### config.mk
export PLATFORM = sky130hd
export DESIGN_NAME = adc_slice_top
export DESIGN_NICKNAME = d
export VERILOG_FILES = /design/src/rtl/adc_slice_pkg.sv /design/src/rtl/slice_sync_fsm.sv /design/src/rtl/phase_counter.sv /design/src/rtl/sign_mag_quantizer.sv /design/src/rtl/adc_slice_top.sv
export VERILOG_INCLUDE_DIRS = /design/src /design/src/include
export SDC_FILE = /design/constraint.sdc
export NUM_CORES = 1
export LEC_CHECK = 0
export ABC_AREA = 1
export BUFFER_PORTS_ARGS = -buffer_cell sky130_fd_sc_hd__buf_2
export CORE_MARGIN = 2
export CORE_UTILIZATION = 40
export CTS_BUF_LIST = sky130_fd_sc_hd__clkbuf_8
export DETAILED_ROUTE_END_ITERATION = 12
export SLEW_MARGIN = 20
export SYNTH_ARGS = -nofsm -noshare
export SYNTH_HDL_FRONTEND = slang
export SYNTH_SLANG_ARGS = --single-unit
### constraint.sdc
create_clock -name emu_clk -period 3.8 [get_ports emu_clk]
set_input_delay 0.76 -clock emu_clk [delete_from_list [all_inputs] [get_ports emu_clk]]
set_output_delay 0.76 -clock emu_clk [all_outputs]
set_load 0.01 [all_outputs]
### src/include/adc_slice_settings.svh
`ifndef ADC_SLICE_SETTINGS_SVH
`define ADC_SLICE_SETTINGS_SVH

// divider counter width
`define SLICE_NDIV 2
// magnitude width of the quantizer output
`define SLICE_NADC 8
// signed input code width, wider than SLICE_NADC + 1
`define SLICE_NIN 12

// derived values
`define SLICE_SHIFT (`SLICE_NIN - `SLICE_NADC - 1)
`define SLICE_MAG_MAX {`SLICE_NADC{1'b1}}

`endif

### src/rtl/adc_slice_pkg.sv
package adc_slice_pkg;

    // decoded operating state of the slice
    typedef enum logic [1:0] {
        st_idle,
        st_armed,
        st_run,
        st_forced
    } slice_state_t;

    // operation the divider counter performs on the next emu_clk edge
    typedef enum logic [1:0] {
        cnt_hold,
        cnt_load,
        cnt_force,
        cnt_step
    } count_op_t;

endpackage

### src/rtl/slice_sync_fsm.sv
`timescale 1ns/10ps

module slice_sync_fsm (
    input  logic                     emu_clk,
    input  logic                     rstb,
    input  logic                     clk_in,
    input  logic                     en_slice,
    input  logic                     en_sync_in,
    input  logic                     alws_on,
    output logic                     en_sync_out,
    output adc_slice_pkg::count_op_t count_op
);
    import adc_slice_pkg::*;

    logic         clk_in_d;
    logic         rise_seen;
    logic         fall_seen;
    logic         en_sampled;
    slice_state_t state;

    //////////////////////////////////////////////////////////////////////
    // clk_in edge detection
    //////////////////////////////////////////////////////////////////////

    always_ff @(posedge emu_clk or negedge rstb) begin
        if (!rstb) begin
            clk_in_d <= 1'b0;
        end else begin
            clk_in_d <= clk_in;
        end
    end

    assign rise_seen = clk_in & ~clk_in_d;
    assign fall_seen = ~clk_in & clk_in_d;

    //////////////////////////////////////////////////////////////////////
    // enable synchronizer
    //////////////////////////////////////////////////////////////////////

    // enable is sampled on falling clk_in edges
    always_ff @(posedge emu_clk or negedge rstb) begin
        if (!rstb) begin
            en_sampled <= 1'b0;
        end else if (fall_seen) begin
            en_sampled <= en_sync_in;
        end
    end

    // and forwarded on the following rising edge
    always_ff @(posedge emu_clk or negedge rstb) begin
        if (!rstb) begin
            en_sync_out <= 1'b0;
        end else if (rise_seen) begin
            en_sync_out <= en_sampled;
        end
    end

    //////////////////////////////////////////////////////////////////////
    // slice state and counter opcode
    //////////////////////////////////////////////////////////////////////

    always_comb begin
        if (!en_slice) begin
            state = st_idle;
        end else if (!en_sampled) begin
            state = st_armed;
        end else if (alws_on) begin
            state = st_forced;
        end else begin
            state = st_run;
        end
    end

    // counter stays loaded with init until the slice is synchronized
    always_comb begin
        case (state)
            st_idle:   count_op = cnt_load;
            st_armed:  count_op = cnt_load;
            st_forced: count_op = cnt_force;
            default:   count_op = fall_seen ? cnt_step : cnt_hold;
        endcase
    end

    // a step only happens while running, in the cycle after clk_in fell
    a_step_only_in_run: assert property (
        @(posedge emu_clk) disable iff (!rstb)
        (count_op == cnt_step) |-> (state == st_run && !clk_in && $past(clk_in))
    ) else $error("slice_sync_fsm: cnt_step outside a running falling edge");

endmodule

### src/rtl/phase_counter.sv
`timescale 1ns/10ps

`include "adc_slice_settings.svh"

module phase_counter (
    input  logic                     emu_clk,
    input  logic                     rstb,
    input  adc_slice_pkg::count_op_t count_op,
    input  logic [`SLICE_NDIV-1:0]   init,
    output logic                     clk_adder
);
    import adc_slice_pkg::*;

    localparam int NDIV = `SLICE_NDIV;

    logic [NDIV-1:0] count;

    //////////////////////////////////////////////////////////////////////
    // divider count
    //////////////////////////////////////////////////////////////////////

    always_ff @(posedge emu_clk or negedge rstb) begin
        if (!rstb) begin
            count <= '0;
        end else begin
            case (count_op)
                cnt_load: begin
                    count <= init;
                end
                cnt_force: begin
                    count <= {NDIV{1'b1}};
                end
                cnt_step: begin
                    // wraps at the top of the range
                    count <= count + 1'b1;
                end
                default: begin
                    count <= count;
                end
            endcase
        end
    end

    // adder clock is high for the lower half of the count range
    assign clk_adder = ~count[NDIV-1];

    // forced count sits at all ones, which keeps clk_adder low
    a_force_all_ones: assert property (
        @(posedge emu_clk) disable iff (!rstb)
        (count_op == cnt_force) |=> (count == {NDIV{1'b1}})
    ) else $error("phase_counter: count not all ones after cnt_force");

endmodule

### src/rtl/sign_mag_quantizer.sv
`timescale 1ns/10ps

`include "adc_slice_settings.svh"

module sign_mag_quantizer (
    input  logic                         emu_clk,
    input  logic                         rstb,
    input  logic                         clk_adder,
    input  logic signed [`SLICE_NIN-1:0] vin_code,
    output logic                         sign_out,
    output logic [`SLICE_NADC-1:0]       adder_out
);
    localparam int NIN   = `SLICE_NIN;
    localparam int NADC  = `SLICE_NADC;
    localparam int SHIFT = `SLICE_SHIFT;

    localparam logic [NADC-1:0] MAG_MAX   = `SLICE_MAG_MAX;
    localparam logic [NIN-1:0]  SAT_LIMIT = NIN'(MAG_MAX);

    logic                  clk_adder_d;
    logic                  adder_rise;
    logic                  cap_valid;
    logic signed [NIN-1:0] vin_cap;
    logic [NIN-1:0]        abs_code;
    logic [NIN-1:0]        shifted;
    logic [NADC-1:0]       mag_next;

    //////////////////////////////////////////////////////////////////////
    // adder clock edge and input capture
    //////////////////////////////////////////////////////////////////////

    always_ff @(posedge emu_clk or negedge rstb) begin
        if (!rstb) begin
            clk_adder_d <= 1'b0;
            cap_valid   <= 1'b0;
        end else begin
            clk_adder_d <= clk_adder;
            cap_valid   <= adder_rise;
        end
    end

    assign adder_rise = clk_adder & ~clk_adder_d;

    always_ff @(posedge emu_clk) begin
        if (adder_rise) begin
            vin_cap <= vin_code;
        end
    end

    //////////////////////////////////////////////////////////////////////
    // sign and saturated magnitude
    //////////////////////////////////////////////////////////////////////

    // most negative code becomes 2**(NIN-1) when read unsigned
    assign abs_code = vin_cap[NIN-1] ? (~vin_cap + 1'b1) : vin_cap;
    assign shifted  = abs_code >> SHIFT;
    assign mag_next = (shifted > SAT_LIMIT) ? MAG_MAX : shifted[NADC-1:0];

    always_ff @(posedge emu_clk or negedge rstb) begin
        if (!rstb) begin
            sign_out  <= 1'b0;
            adder_out <= '0;
        end else if (cap_valid) begin
            sign_out  <= vin_cap[NIN-1];
            adder_out <= mag_next;
        end
    end

    // out of range codes land on the full scale magnitude
    a_saturate: assert property (
        @(posedge emu_clk) disable iff (!rstb)
        (cap_valid && shifted > SAT_LIMIT) |=> (adder_out == MAG_MAX)
    ) else $error("sign_mag_quantizer: magnitude above full scale not saturated");

endmodule

### src/rtl/adc_slice_top.sv
`timescale 1ns/10ps

`include "adc_slice_settings.svh"

module adc_slice_top (
    input  logic                         emu_clk,
    input  logic                         rstb,
    input  logic                         clk_in,
    input  logic                         en_slice,
    input  logic                         en_sync_in,
    input  logic                         alws_on,
    input  logic [`SLICE_NDIV-1:0]       init,
    input  logic signed [`SLICE_NIN-1:0] vin_code,
    output logic                         en_sync_out,
    output logic                         clk_adder,
    output logic                         sign_out,
    output logic [`SLICE_NADC-1:0]       adder_out
);
    import adc_slice_pkg::*;

    count_op_t count_op;

    //////////////////////////////////////////////////////////////////////
    // enable sync and slice control
    //////////////////////////////////////////////////////////////////////

    slice_sync_fsm u_sync_fsm (
        .emu_clk     (emu_clk),
        .rstb        (rstb),
        .clk_in      (clk_in),
        .en_slice    (en_slice),
        .en_sync_in  (en_sync_in),
        .alws_on     (alws_on),
        .en_sync_out (en_sync_out),
        .count_op    (count_op)
    );

    //////////////////////////////////////////////////////////////////////
    // clock divider
    //////////////////////////////////////////////////////////////////////

    phase_counter u_phase_counter (
        .emu_clk   (emu_clk),
        .rstb      (rstb),
        .count_op  (count_op),
        .init      (init),
        .clk_adder (clk_adder)
    );

    //////////////////////////////////////////////////////////////////////
    // quantizer
    //////////////////////////////////////////////////////////////////////

    // samples on the divided adder clock
    sign_mag_quantizer u_quantizer (
        .emu_clk   (emu_clk),
        .rstb      (rstb),
        .clk_adder (clk_adder),
        .vin_code  (vin_code),
        .sign_out  (sign_out),
        .adder_out (adder_out)
    );

endmodule

==> results of run 1 <==
[per-stage QoR]
| stage | total power (µW) | util (%) | hold WS [ns] | std cells | setup WS [ns] |
|---|---|---|---|---|---|
| finish | 733.5 | 49.92 | 0.3892 | 214 | 2.128 |
| global route | 787.0 | 49.92 | 0.4046 | 214 | 2.071 |
| floorplan | 515.3 | - | 0.4644 | 138 | 2.443 |
| CTS | 746.5 | 49.92 | 0.3979 | 214 | 2.106 |
| global placement | 579.9 | 48.43 | 0.4513 | 210 | 2.307 |
| detailed placement | 583.4 | 48.43 | 0.4664 | 210 | 2.257 |
[worst max-delay path, cell delays in order (launching register included)]
cell,delay (ns)
dfrtp_1,0.39
inv_1,0.11
buf_2,0.15
[final cells by class]
cell class                      instances  area (µm²)
Clock buffer                            3       41.29
Clock inverter                          1       3.754
Fill cell                             303        1516
Inverter                               14       52.55
Multi-Input combinational cell         94       447.9
Sequential cell                        28       760.7
Tap cell                               44       55.05
Timing Repair Buffer                   30       150.1
[cells in the mapped netlist]
library cell / count / area share (%)
nor2_4: 2 / 1.8
o21ai_0: 3 / 1.2
a21oi_1: 7 / 2.8
nand2_1: 28 / 8.3
nand3b_1: 1 / 0.59
nand3_1: 9 / 3.5
inv_2: 1 / 0.30
nor2_2: 2 / 0.99
inv_1: 13 / 3.8
xor2_1: 1 / 0.69
or2_2: 1 / 0.49
nor3_1: 1 / 0.39
nand2_2: 2 / 0.99
dfrtp_1: 16 / 32
o211ai_1: 1 / 0.59
xnor2_1: 1 / 0.69
nand2_4: 1 / 0.89
buf_2: 1 / 0.39
o21ai_4: 1 / 1.3
edfxtp_1: 12 / 28
nor2_1: 31 / 9.2
o22ai_1: 1 / 0.49
a31oi_1: 1 / 0.49
clkbuf_1: 1 / 0.30
[final timing paths]
path	endpoint	from
max in group asynchronous	u_sync_fsm.en_sampled$_DFFE_PN0P_	rstb
min reg2reg	u_quantizer.clk_adder_d$_DFF_PN0_	u_phase_counter.count[1]$_DFFE_PN0P_
max reg2reg	u_quantizer.vin_cap[11]$_DFFE_PP_	u_phase_counter.count[1]$_DFFE_PN0P_
min in group emu_clk	u_quantizer.clk_adder_d$_DFF_PN0_	u_phase_counter.count[1]$_DFFE_PN0P_
max	clk_adder	u_phase_counter.count[1]$_DFFE_PN0P_
min	u_quantizer.adder_out[3]$_DFFE_PN0P_	rstb
[kinds of logic (layout without fill, tap and decap cells)]
logic type      after synthesis  after routing  share of synthesized area (%)
compound gates               14             14                          6.799
buf+inv                      16             48                          4.827
xor+xnor                      2              2                          1.380
simple gates                 78             78                          27.09
flops                        28             28                          59.90
[routing by layer]
metal	vias to the layer above	track usage, %	share of wire (%)
li1	508	-	-
met3	2	2.559	4.0
met5	-	0	0
met4	0	5.079	0.65
met2	21	23.14	49
met1	443	17.24	47
[power by group through the flow]
stage	sequential, µW	clock, µW	combinational [µW]
floorplan	430	0	85.7
global placement	418	0	162
detailed placement	420	0	164
CTS	413	169	164
global route	419	181	187
finish	412	160	161
[state kept, by name (all words and copies together) (netlist names)]
register                 count
u_quantizer.vin_cap         12
u_quantizer.adder_out        8
u_phase_counter.count        2
u_quantizer.cap_valid        1
u_quantizer.clk_adder_d      1
u_quantizer.sign_out         1
u_sync_fsm.clk_in_d          1
u_sync_fsm.en_sampled        1
u_sync_fsm.en_sync_out       1
==> impl_metrics.json, run 1 <==
{
  "status": "finished clean",
  "cts-htree-levels": 1,
  "drv_cap": 0,
  "num_vias": 974,
  "clock_path_buffers": 2,
  "cts_resized": 0,
  "peakVddDrop_uv": 225.4,
  "drc_errors": 0,
  "first_iter_violations": 25,
  "hold_path_class": "input pin to async pin",
  "synth_seq_area_share_pct": 59.90,
  "hpwl_um": 1663,
  "syn_inst": 138,
  "layout-drive-gt1-share_pct": 25.29,
  "wl_per_cell_um": 9.991,
  "cp-start-kind": "register",
  "grt_max_degree": 17,
  "die_w_um": 60.35,
  "ys_types": 24,
  "power.density_nw_per_um2": 485.3,
  "r2r_cells": 1,
  "place_area_um2": 1466,
  "area_growth_pct": 19.01,
  "worstSetupEndpointType": "output port",
  "routed_wl_um": 2138,
  "p_clk_share_pct": 21.9,
  "gp_congestion": 0.8458,
  "vias_per_cell": 4.551,
  "io_pins": 31,
  "clock_skew_ns": 0.001751,
  "cts_tree": "yes",
  "switching_power_uw": 217.6,
  "diodes": 0,
  "start_util_pct": 41.94,
  "rsz0062_at_grt": "no",
  "timing.setup.tns_ns": 0,
  "grt_overflow_total": 0,
  "grt_pass1_wl_um": 3691,
  "p_int_uw": 515.9,
  "ys_ff_latch": 28,
  "first_pass_iters": 4,
  "root_buffer": "clkbuf_8",
  "ctsHoldBuffers": 0,
  "crit_required_ns": 3.04,
  "numCtsBuffers": 3,
  "p_seq_share_pct": 56.2,
  "p_leak_uw": 0.0007150,
  "yosys_warnings": 0,
  "mostFrequentLayoutCell": "nor2_1",
  "clk_latency_ns": 0.27,
  "fmax_ghz": 0.5981,
  "period_share_pct": 44.00,
  "setup_viol": 0,
  "comb_power_share_pct": 21.9,
  "cts_setup_buffers": 0,
  "dieArea_um2": 3642,
  "grt_pass1_vias": 910,
  "max_slew_margin_pct": 36.97,
  "coreArea_um2": 3028,
  "antenna_found_initial": 0,
  "crit_arrival_ns": 0.91,
  "avgSynthCellArea_um2": 9.203,
  "slew_violations": 0,
  "final_antenna_net_count": 0,
  "final_cell_mix": "nor2_1 (31), buf_2 (30), nand2_1 (28)",
  "synthesis.area_um2": 1270,
  "final_area_um2": 1511,
  "layout.nets": 191,
  "syn-num-nets": 158,
  "row_count": 20,
  "grt_usage_pct": 13.59,
  "switching_share_pct": 29.66,
  "hold_viol_final": 0,
  "die_h_um": 60.35,
  "clk_pin_slew_worst_paths_ns": 0.09,
  "worst_slew_pin_slew_ns": 0.9420,
  "crit_fanout": 4,
  "min_period_ns": 1.672,
  "cts.sinks": 28,
  "crit_type": "register to output port",
  "portBuffers": 30,
  "rrSetupSlack_ns": 2.32
}
Power figures use the tool's default switching activity.
==> run 2: changes to the inputs <==
==> constraint.sdc (replaced) <==
create_clock -name emu_clk -period 1.55 [get_ports emu_clk]
set_input_delay 0.31 -clock emu_clk [delete_from_list [all_inputs] [get_ports emu_clk]]
set_output_delay 0.31 -clock emu_clk [all_outputs]
set_load 0.01 [all_outputs]
==> run 2 against run 1 <==
  * Critical path depth up 5
  * Die area did not move
  * Total power rose to 2.7 times the previous value
  * Final area is 3.4% higher
  * Via count increased by 1.7%
==> impl_metrics.json, run 2 (synthesis gave the netlist of run 1 again) <==
{
  "status": "finished clean",
  "top_register": "u_quantizer.vin_cap",
  "crit_fanout": 4,
  "io_pins": 31,
  "first_iter_violations": 44,
  "p_leak_uw": 0.0007417,
  "min_period_ns": 1.294,
  "setup_viol": 0,
  "die_w_um": 60.35,
  "grt_pass1_vias": 973,
  "rsz0062_at_grt": "no",
  "cpPeakStageDelay_ns": 0.45,
  "finalPower_uw": 1992,
  "clk_latency_ns": 0.27,
  "hold_viol_final": 0,
  "cts-htree-levels": 1,
  "crit_arrival_ns": 1.50,
  "switching_power_uw": 550.7,
  "cts.sinks": 28,
  "start_util_pct": 41.94,
  "die_h_um": 60.35,
  "dieArea_um2": 3642,
  "gp_congestion": 0.9186,
  "hpwl_um": 1725,
  "worst_slew_pin_slew_ns": 0.4726,
  "crit_type": "register to register",
  "post-place-ws_ns": 0.2660,
  "grt_pass1_wl_um": 4036,
  "cts_setup_buffers": 0,
  "cp-start-kind": "register",
  "row_count": 20,
  "period_share_pct": 83.49,
  "num_vias": 991,
  "peakVddDrop_uv": 567.9,
  "crit_buf_inv": 1,
  "final_antenna_net_count": 0,
  "final_cell_mix": "nor2_1 (31), buf_2 (30), nand2_1 (28)",
  "layout-drive-gt1-share_pct": 26.59,
  "comb_power_share_pct": 20.6,
  "largest_reg_flops": 12,
  "root_buffer": "clkbuf_8",
  "cp_slowest_cell": "edfxtp_1",
  "wl_per_cell_um": 10.50,
  "timing.setup.tns_ns": 0,
  "cts_resized": 0,
  "antenna_found_initial": 0,
  "clk_pin_slew_worst_paths_ns": 0.10,
  "area_growth_pct": 23.05,
  "numCtsBuffers": 3,
  "cts_tree": "yes",
  "switching_share_pct": 27.65,
  "routed_wl_um": 2278,
  "p_int_uw": 1441,
  "drv_cap": 0,
  "diodes": 0,
  "layout.nets": 194,
  "holdWs_ns": 0.1905,
  "crit_required_ns": 1.76,
  "slew_violations": 0,
  "largest_registers": "u_quantizer.vin_cap: 12 flops, u_quantizer.adder_out: 8 flops, u_phase_counter.count: 2 flops",
  "drc_errors": 0,
  "worstSetupEndpointType": "register",
  "crit_family": "flip-flops",
  "clock_skew_ns": 0.006939,
  "hold_path_class": "input pin to register",
  "p_clk_share_pct": 28.7,
  "path_cells": "nor2_1 > nand2_2 > nor2_4 > nand2_2 > o21ai_4 > inv_2 > a21oi_1",
  "coreArea_um2": 3028,
  "portBuffers": 30,
  "critPathMostFrequentCell": "nand2_2",
  "grt_overflow_total": 0,
  "clock_path_buffers": 2,
  "vias_per_cell": 4.567,
  "first_pass_iters": 4,
  "power.density_nw_per_um2": 1275,
  "mostFrequentLayoutCell": "nor2_1",
  "grt_max_degree": 17,
  "grt_usage_pct": 14.79,
  "p_seq_share_pct": 50.7,
  "fmax_ghz": 0.7727,
  "setup_slack_ns": 0.2558,
  "max_slew_margin_pct": 68.50
}
## run 2: metrics by stage
step                utilization (%)  instance area, µm²  std cells
global route                  51.61                1563        217
global placement              48.93                1481        212
finish                        51.61                1563        217
detailed placement            48.93                1481        212
floorplan                         -                1270        138
CTS                           51.61                1563        217
## run 2: final timing paths
| path | start | to | slack, ns | cells past startpoint |
|---|---|---|---|---|
| max | u_quantizer.vin_cap[6]$_DFFE_PP_ | u_quantizer.adder_out[1]$_DFFE_PN0P_ | 0.26 | 7 |
| min | clk_in | u_sync_fsm.clk_in_d$_DFF_PN0_ | 0.19 | 1 |
| max reg2reg | u_quantizer.vin_cap[6]$_DFFE_PP_ | u_quantizer.adder_out[1]$_DFFE_PN0P_ | 0.26 | 7 |
| min reg2reg | u_quantizer.clk_adder_d$_DFF_PN0_ | u_quantizer.cap_valid$_DFF_PN0_ | 0.40 | 1 |
| max in group asynchronous | rstb | u_quantizer.adder_out[5]$_DFFE_PN0P_ | 0.81 | 2 |
| min in group asynchronous | rstb | u_quantizer.adder_out[2]$_DFFE_PN0P_ | 0.47 | 2 |
## run 2: repair_timing
action	CTS	global route
hold buffers	1	0
setup endpoints to repair	0	0
endpoints found under the hold margin	16	0
## run 2: area by class of cell
type | count | area [µm²]
multi-input cells | 94 | 447.9
clock inverters | 1 | 30.03
inverters | 14 | 52.55
well taps | 44 | 55.05
flip-flops and latches | 28 | 760.7
clock buffers | 3 | 41.29
fillers | 293 | 1465
repair buffers | 33 | 175.2
## run 2: power groups by stage
stage          sequential (µW)  clock, µW  combinational, µW
3_3_place_gp              1020          0                411
2_1_floorplan             1050          0                210
3_5_place_dp              1030          0                414
4_1_cts                   1010        589                418
5_1_grt                   1030        616                480
6_report                  1010        571                410
## run 2: metal layers
metal | track usage, % | wire length [µm]
met4 | 5.714 | 14
met1 | 18.46 | 1097
met2 | 25.62 | 1069
met3 | 2.559 | 97
met5 | 0 | 0
==> run 3: changes to the inputs <==
==> constraint.sdc (replaced) <==
create_clock -name emu_clk -period 1.2 [get_ports emu_clk]
set_input_delay 0.24 -clock emu_clk [delete_from_list [all_inputs] [get_ports emu_clk]]
set_output_delay 0.24 -clock emu_clk [all_outputs]
set_load 0.01 [all_outputs]
==> run 3 against run 2 <==
  * The run now ends with setup timing left
  * Hold slack worse by 0.070 ns
  * First-iteration DRC count is 27% lower
  * Sequential power is 28% higher
  * Die area stayed put
  * Critical path depth is 2 higher
  * Clock power is 11% lower
  * Clock skew is 0.0037 ns lower
  * Register-to-register slack worse by 0.32 ns
  * Wire length is 5.9% higher
==> impl_metrics.json, run 3 (synthesis gave the netlist of run 1 again) <==
{
  "start_util_pct": 41.94,
  "hp-start": "clk_in",
  "routed_wl_um": 2412,
  "setup_slack_ns": -0.06352,
  "final_cell_mix": "buf_2 (30), nor2_1 (28), nand2_1 (27)",
  "final_antenna_net_count": 0,
  "io_pins": 31,
  "area_growth_pct": 30.44,
  "clk_latency_ns": 0.27,
  "dieArea_um2": 3642,
  "ff_latch_area_um2": 760.7,
  "grt_max_degree": 17,
  "max_slew_margin_pct": 75.74,
  "gp_congestion": 0.8268,
  "n_fill_cell": 289,
  "hold_viol_final": 0,
  "worstSetupEndpointType": "register",
  "wl_per_cell_um": 10.53,
  "violations": "setup timing",
  "root_buffer": "clkbuf_8",
  "critPathMostFrequentCell": "nor2_1",
  "period_share_pct": 105.3,
  "crit_type": "register to register",
  "crit_required_ns": 1.37,
  "placedCellCount": 222,
  "fmax_ghz": 0.7914,
  "drv_cap": 0,
  "clock_skew_ns": 0.003249,
  "r2r_cells": 9,
  "layout-drive-gt1-share_pct": 34.59,
  "cp-start-kind": "register",
  "post-place-ws_ns": -0.06189,
  "grt_pass1_wl_um": 4029,
  "num_vias": 1055,
  "final_util_pct": 54.71,
  "cts.sinks": 28,
  "top_register": "u_quantizer.vin_cap",
  "slew_violations": 0,
  "clk_pin_slew_worst_paths_ns": 0.09,
  "first_iter_violations": 32,
  "min_period_ns": 1.264,
  "largest_reg_flops": 12,
  "path_cells": "nor2_4 > nand2_4 > nor2_4 > buf_4 > nor2_1 > nand2_1 > nand2_1 > nor2_1 > nor2_1",
  "status": "finished with violations",
  "power.density_nw_per_um2": 1466,
  "die_w_um": 60.35,
  "hold_depth": 1,
  "crit_arrival_ns": 1.43,
  "largest_registers": "u_quantizer.vin_cap: 12 flops, u_quantizer.adder_out: 8 flops, u_phase_counter.count: 2 flops",
  "hold_path_class": "input pin to register",
  "first_pass_iters": 4,
  "cpPeakStageDelay_ns": 0.42,
  "finalPower_uw": 2429,
  "r2r-end": "u_quantizer.adder_out[4]$_DFFE_PN0P_",
  "holdWs_ns": 0.1206,
  "rrSetupSlack_ns": -0.06,
  "fin_cells": 229,
  "numCtsBuffers": 3,
  "setup_viol": 8,
  "die_h_um": 60.35,
  "rsz0062_at_grt": "yes",
  "layout.nets": 206,
  "multi_input_area_um2": 465.4,
  "grt_pass1_vias": 1005,
  "peakVddDrop_uv": 607.6,
  "grt_overflow_total": 0,
  "crit_fanout": 4,
  "hold_path_end": "u_sync_fsm.clk_in_d$_DFF_PN0_",
  "worst_slew_pin_slew_ns": 0.3639,
  "portBuffers": 30,
  "cts_tree": "yes",
  "coreArea_um2": 3028,
  "hpwl_um": 1852,
  "vias_per_cell": 4.607,
  "diodes": 0,
  "drc_errors": 0,
  "cp_slowest_cell": "edfxtp_1",
  "clock_path_buffers": 2,
  "antenna_found_initial": 0,
  "row_count": 20,
  "mostFrequentLayoutCell": "buf_2",
  "regToRegStartpoint": "u_quantizer.vin_cap[1]$_DFFE_PP_",
  "grt_usage_pct": 15.00,
  "cts-htree-levels": 1,
  "p_leak_uw": 0.0007953
}
run 3: critical path: cells and delay by family (launching register included):
kind | cells | cell delay (ns)
and+or+nand+nor | 8 | 0.64
buffers and inverters | 1 | 0.11
DFF | 1 | 0.42
run 3: area by class of cell:
class / count / area share (%)
Tap cell: 44 / 3.323
Clock buffer: 3 / 2.492
Multi-Input combinational cell: 94 / 28.10
Inverter: 14 / 3.172
Sequential cell: 28 / 45.92
Timing Repair Buffer: 45 / 16.77
Clock inverter: 1 / 0.2266
run 3: stage by stage:
| step | setup TNS (ns) | cell area [µm²] |
|---|---|---|
| after detailed placement | -0.2585 | 1572 |
| after global placement | -0.1831 | 1572 |
| final | -0.3181 | 1657 |
| after CTS | -0.3554 | 1639 |
| after floorplan | 0 | 1272 |
| after global routing | -1.336 | 1657 |
run 3: where the power goes:
| group | total [µW] | internal (µW) | switching (µW) |
|---|---|---|---|
| sequential | 1290 | 1190 | 108 |
| clock | 510 | 229 | 281 |
| combinational | 624 | 286 | 338 |
run 3: timing repair:
action	4_1_cts	5_1_grt
endpoints found under the hold margin	16	0
endpoints found under the setup margin	8	9
resized for setup	2	5
hold buffers	1	0
pin swaps	6	3
buffers inserted	1	1
run 3: routing by layer:
metal	share of wire, %	GRT usage (%)	vias to the layer above
met4	1.5	6.032	0
met1	45	18.93	487
li1	-	-	536
met5	0	0	-
met2	48	25.00	27
met3	5.0	3.412	5
run 3: worst max-delay path by stage:
stage,start,end,depth (start not counted)
3_3_place_gp,u_quantizer.vin_cap[1]$_DFFE_PP_,u_quantizer.adder_out[2]$_DFFE_PN0P_,8
4_1_cts,u_quantizer.vin_cap[1]$_DFFE_PP_,u_quantizer.adder_out[1]$_DFFE_PN0P_,7
2_1_floorplan,u_quantizer.vin_cap[1]$_DFFE_PP_,u_quantizer.adder_out[3]$_DFFE_PN0P_,7
6_report,u_quantizer.vin_cap[1]$_DFFE_PP_,u_quantizer.adder_out[4]$_DFFE_PN0P_,9
3_5_place_dp,u_quantizer.vin_cap[1]$_DFFE_PP_,u_quantizer.adder_out[2]$_DFFE_PN0P_,8
5_1_grt,u_quantizer.vin_cap[3]$_DFFE_PP_,u_quantizer.adder_out[1]$_DFFE_PN0P_,7
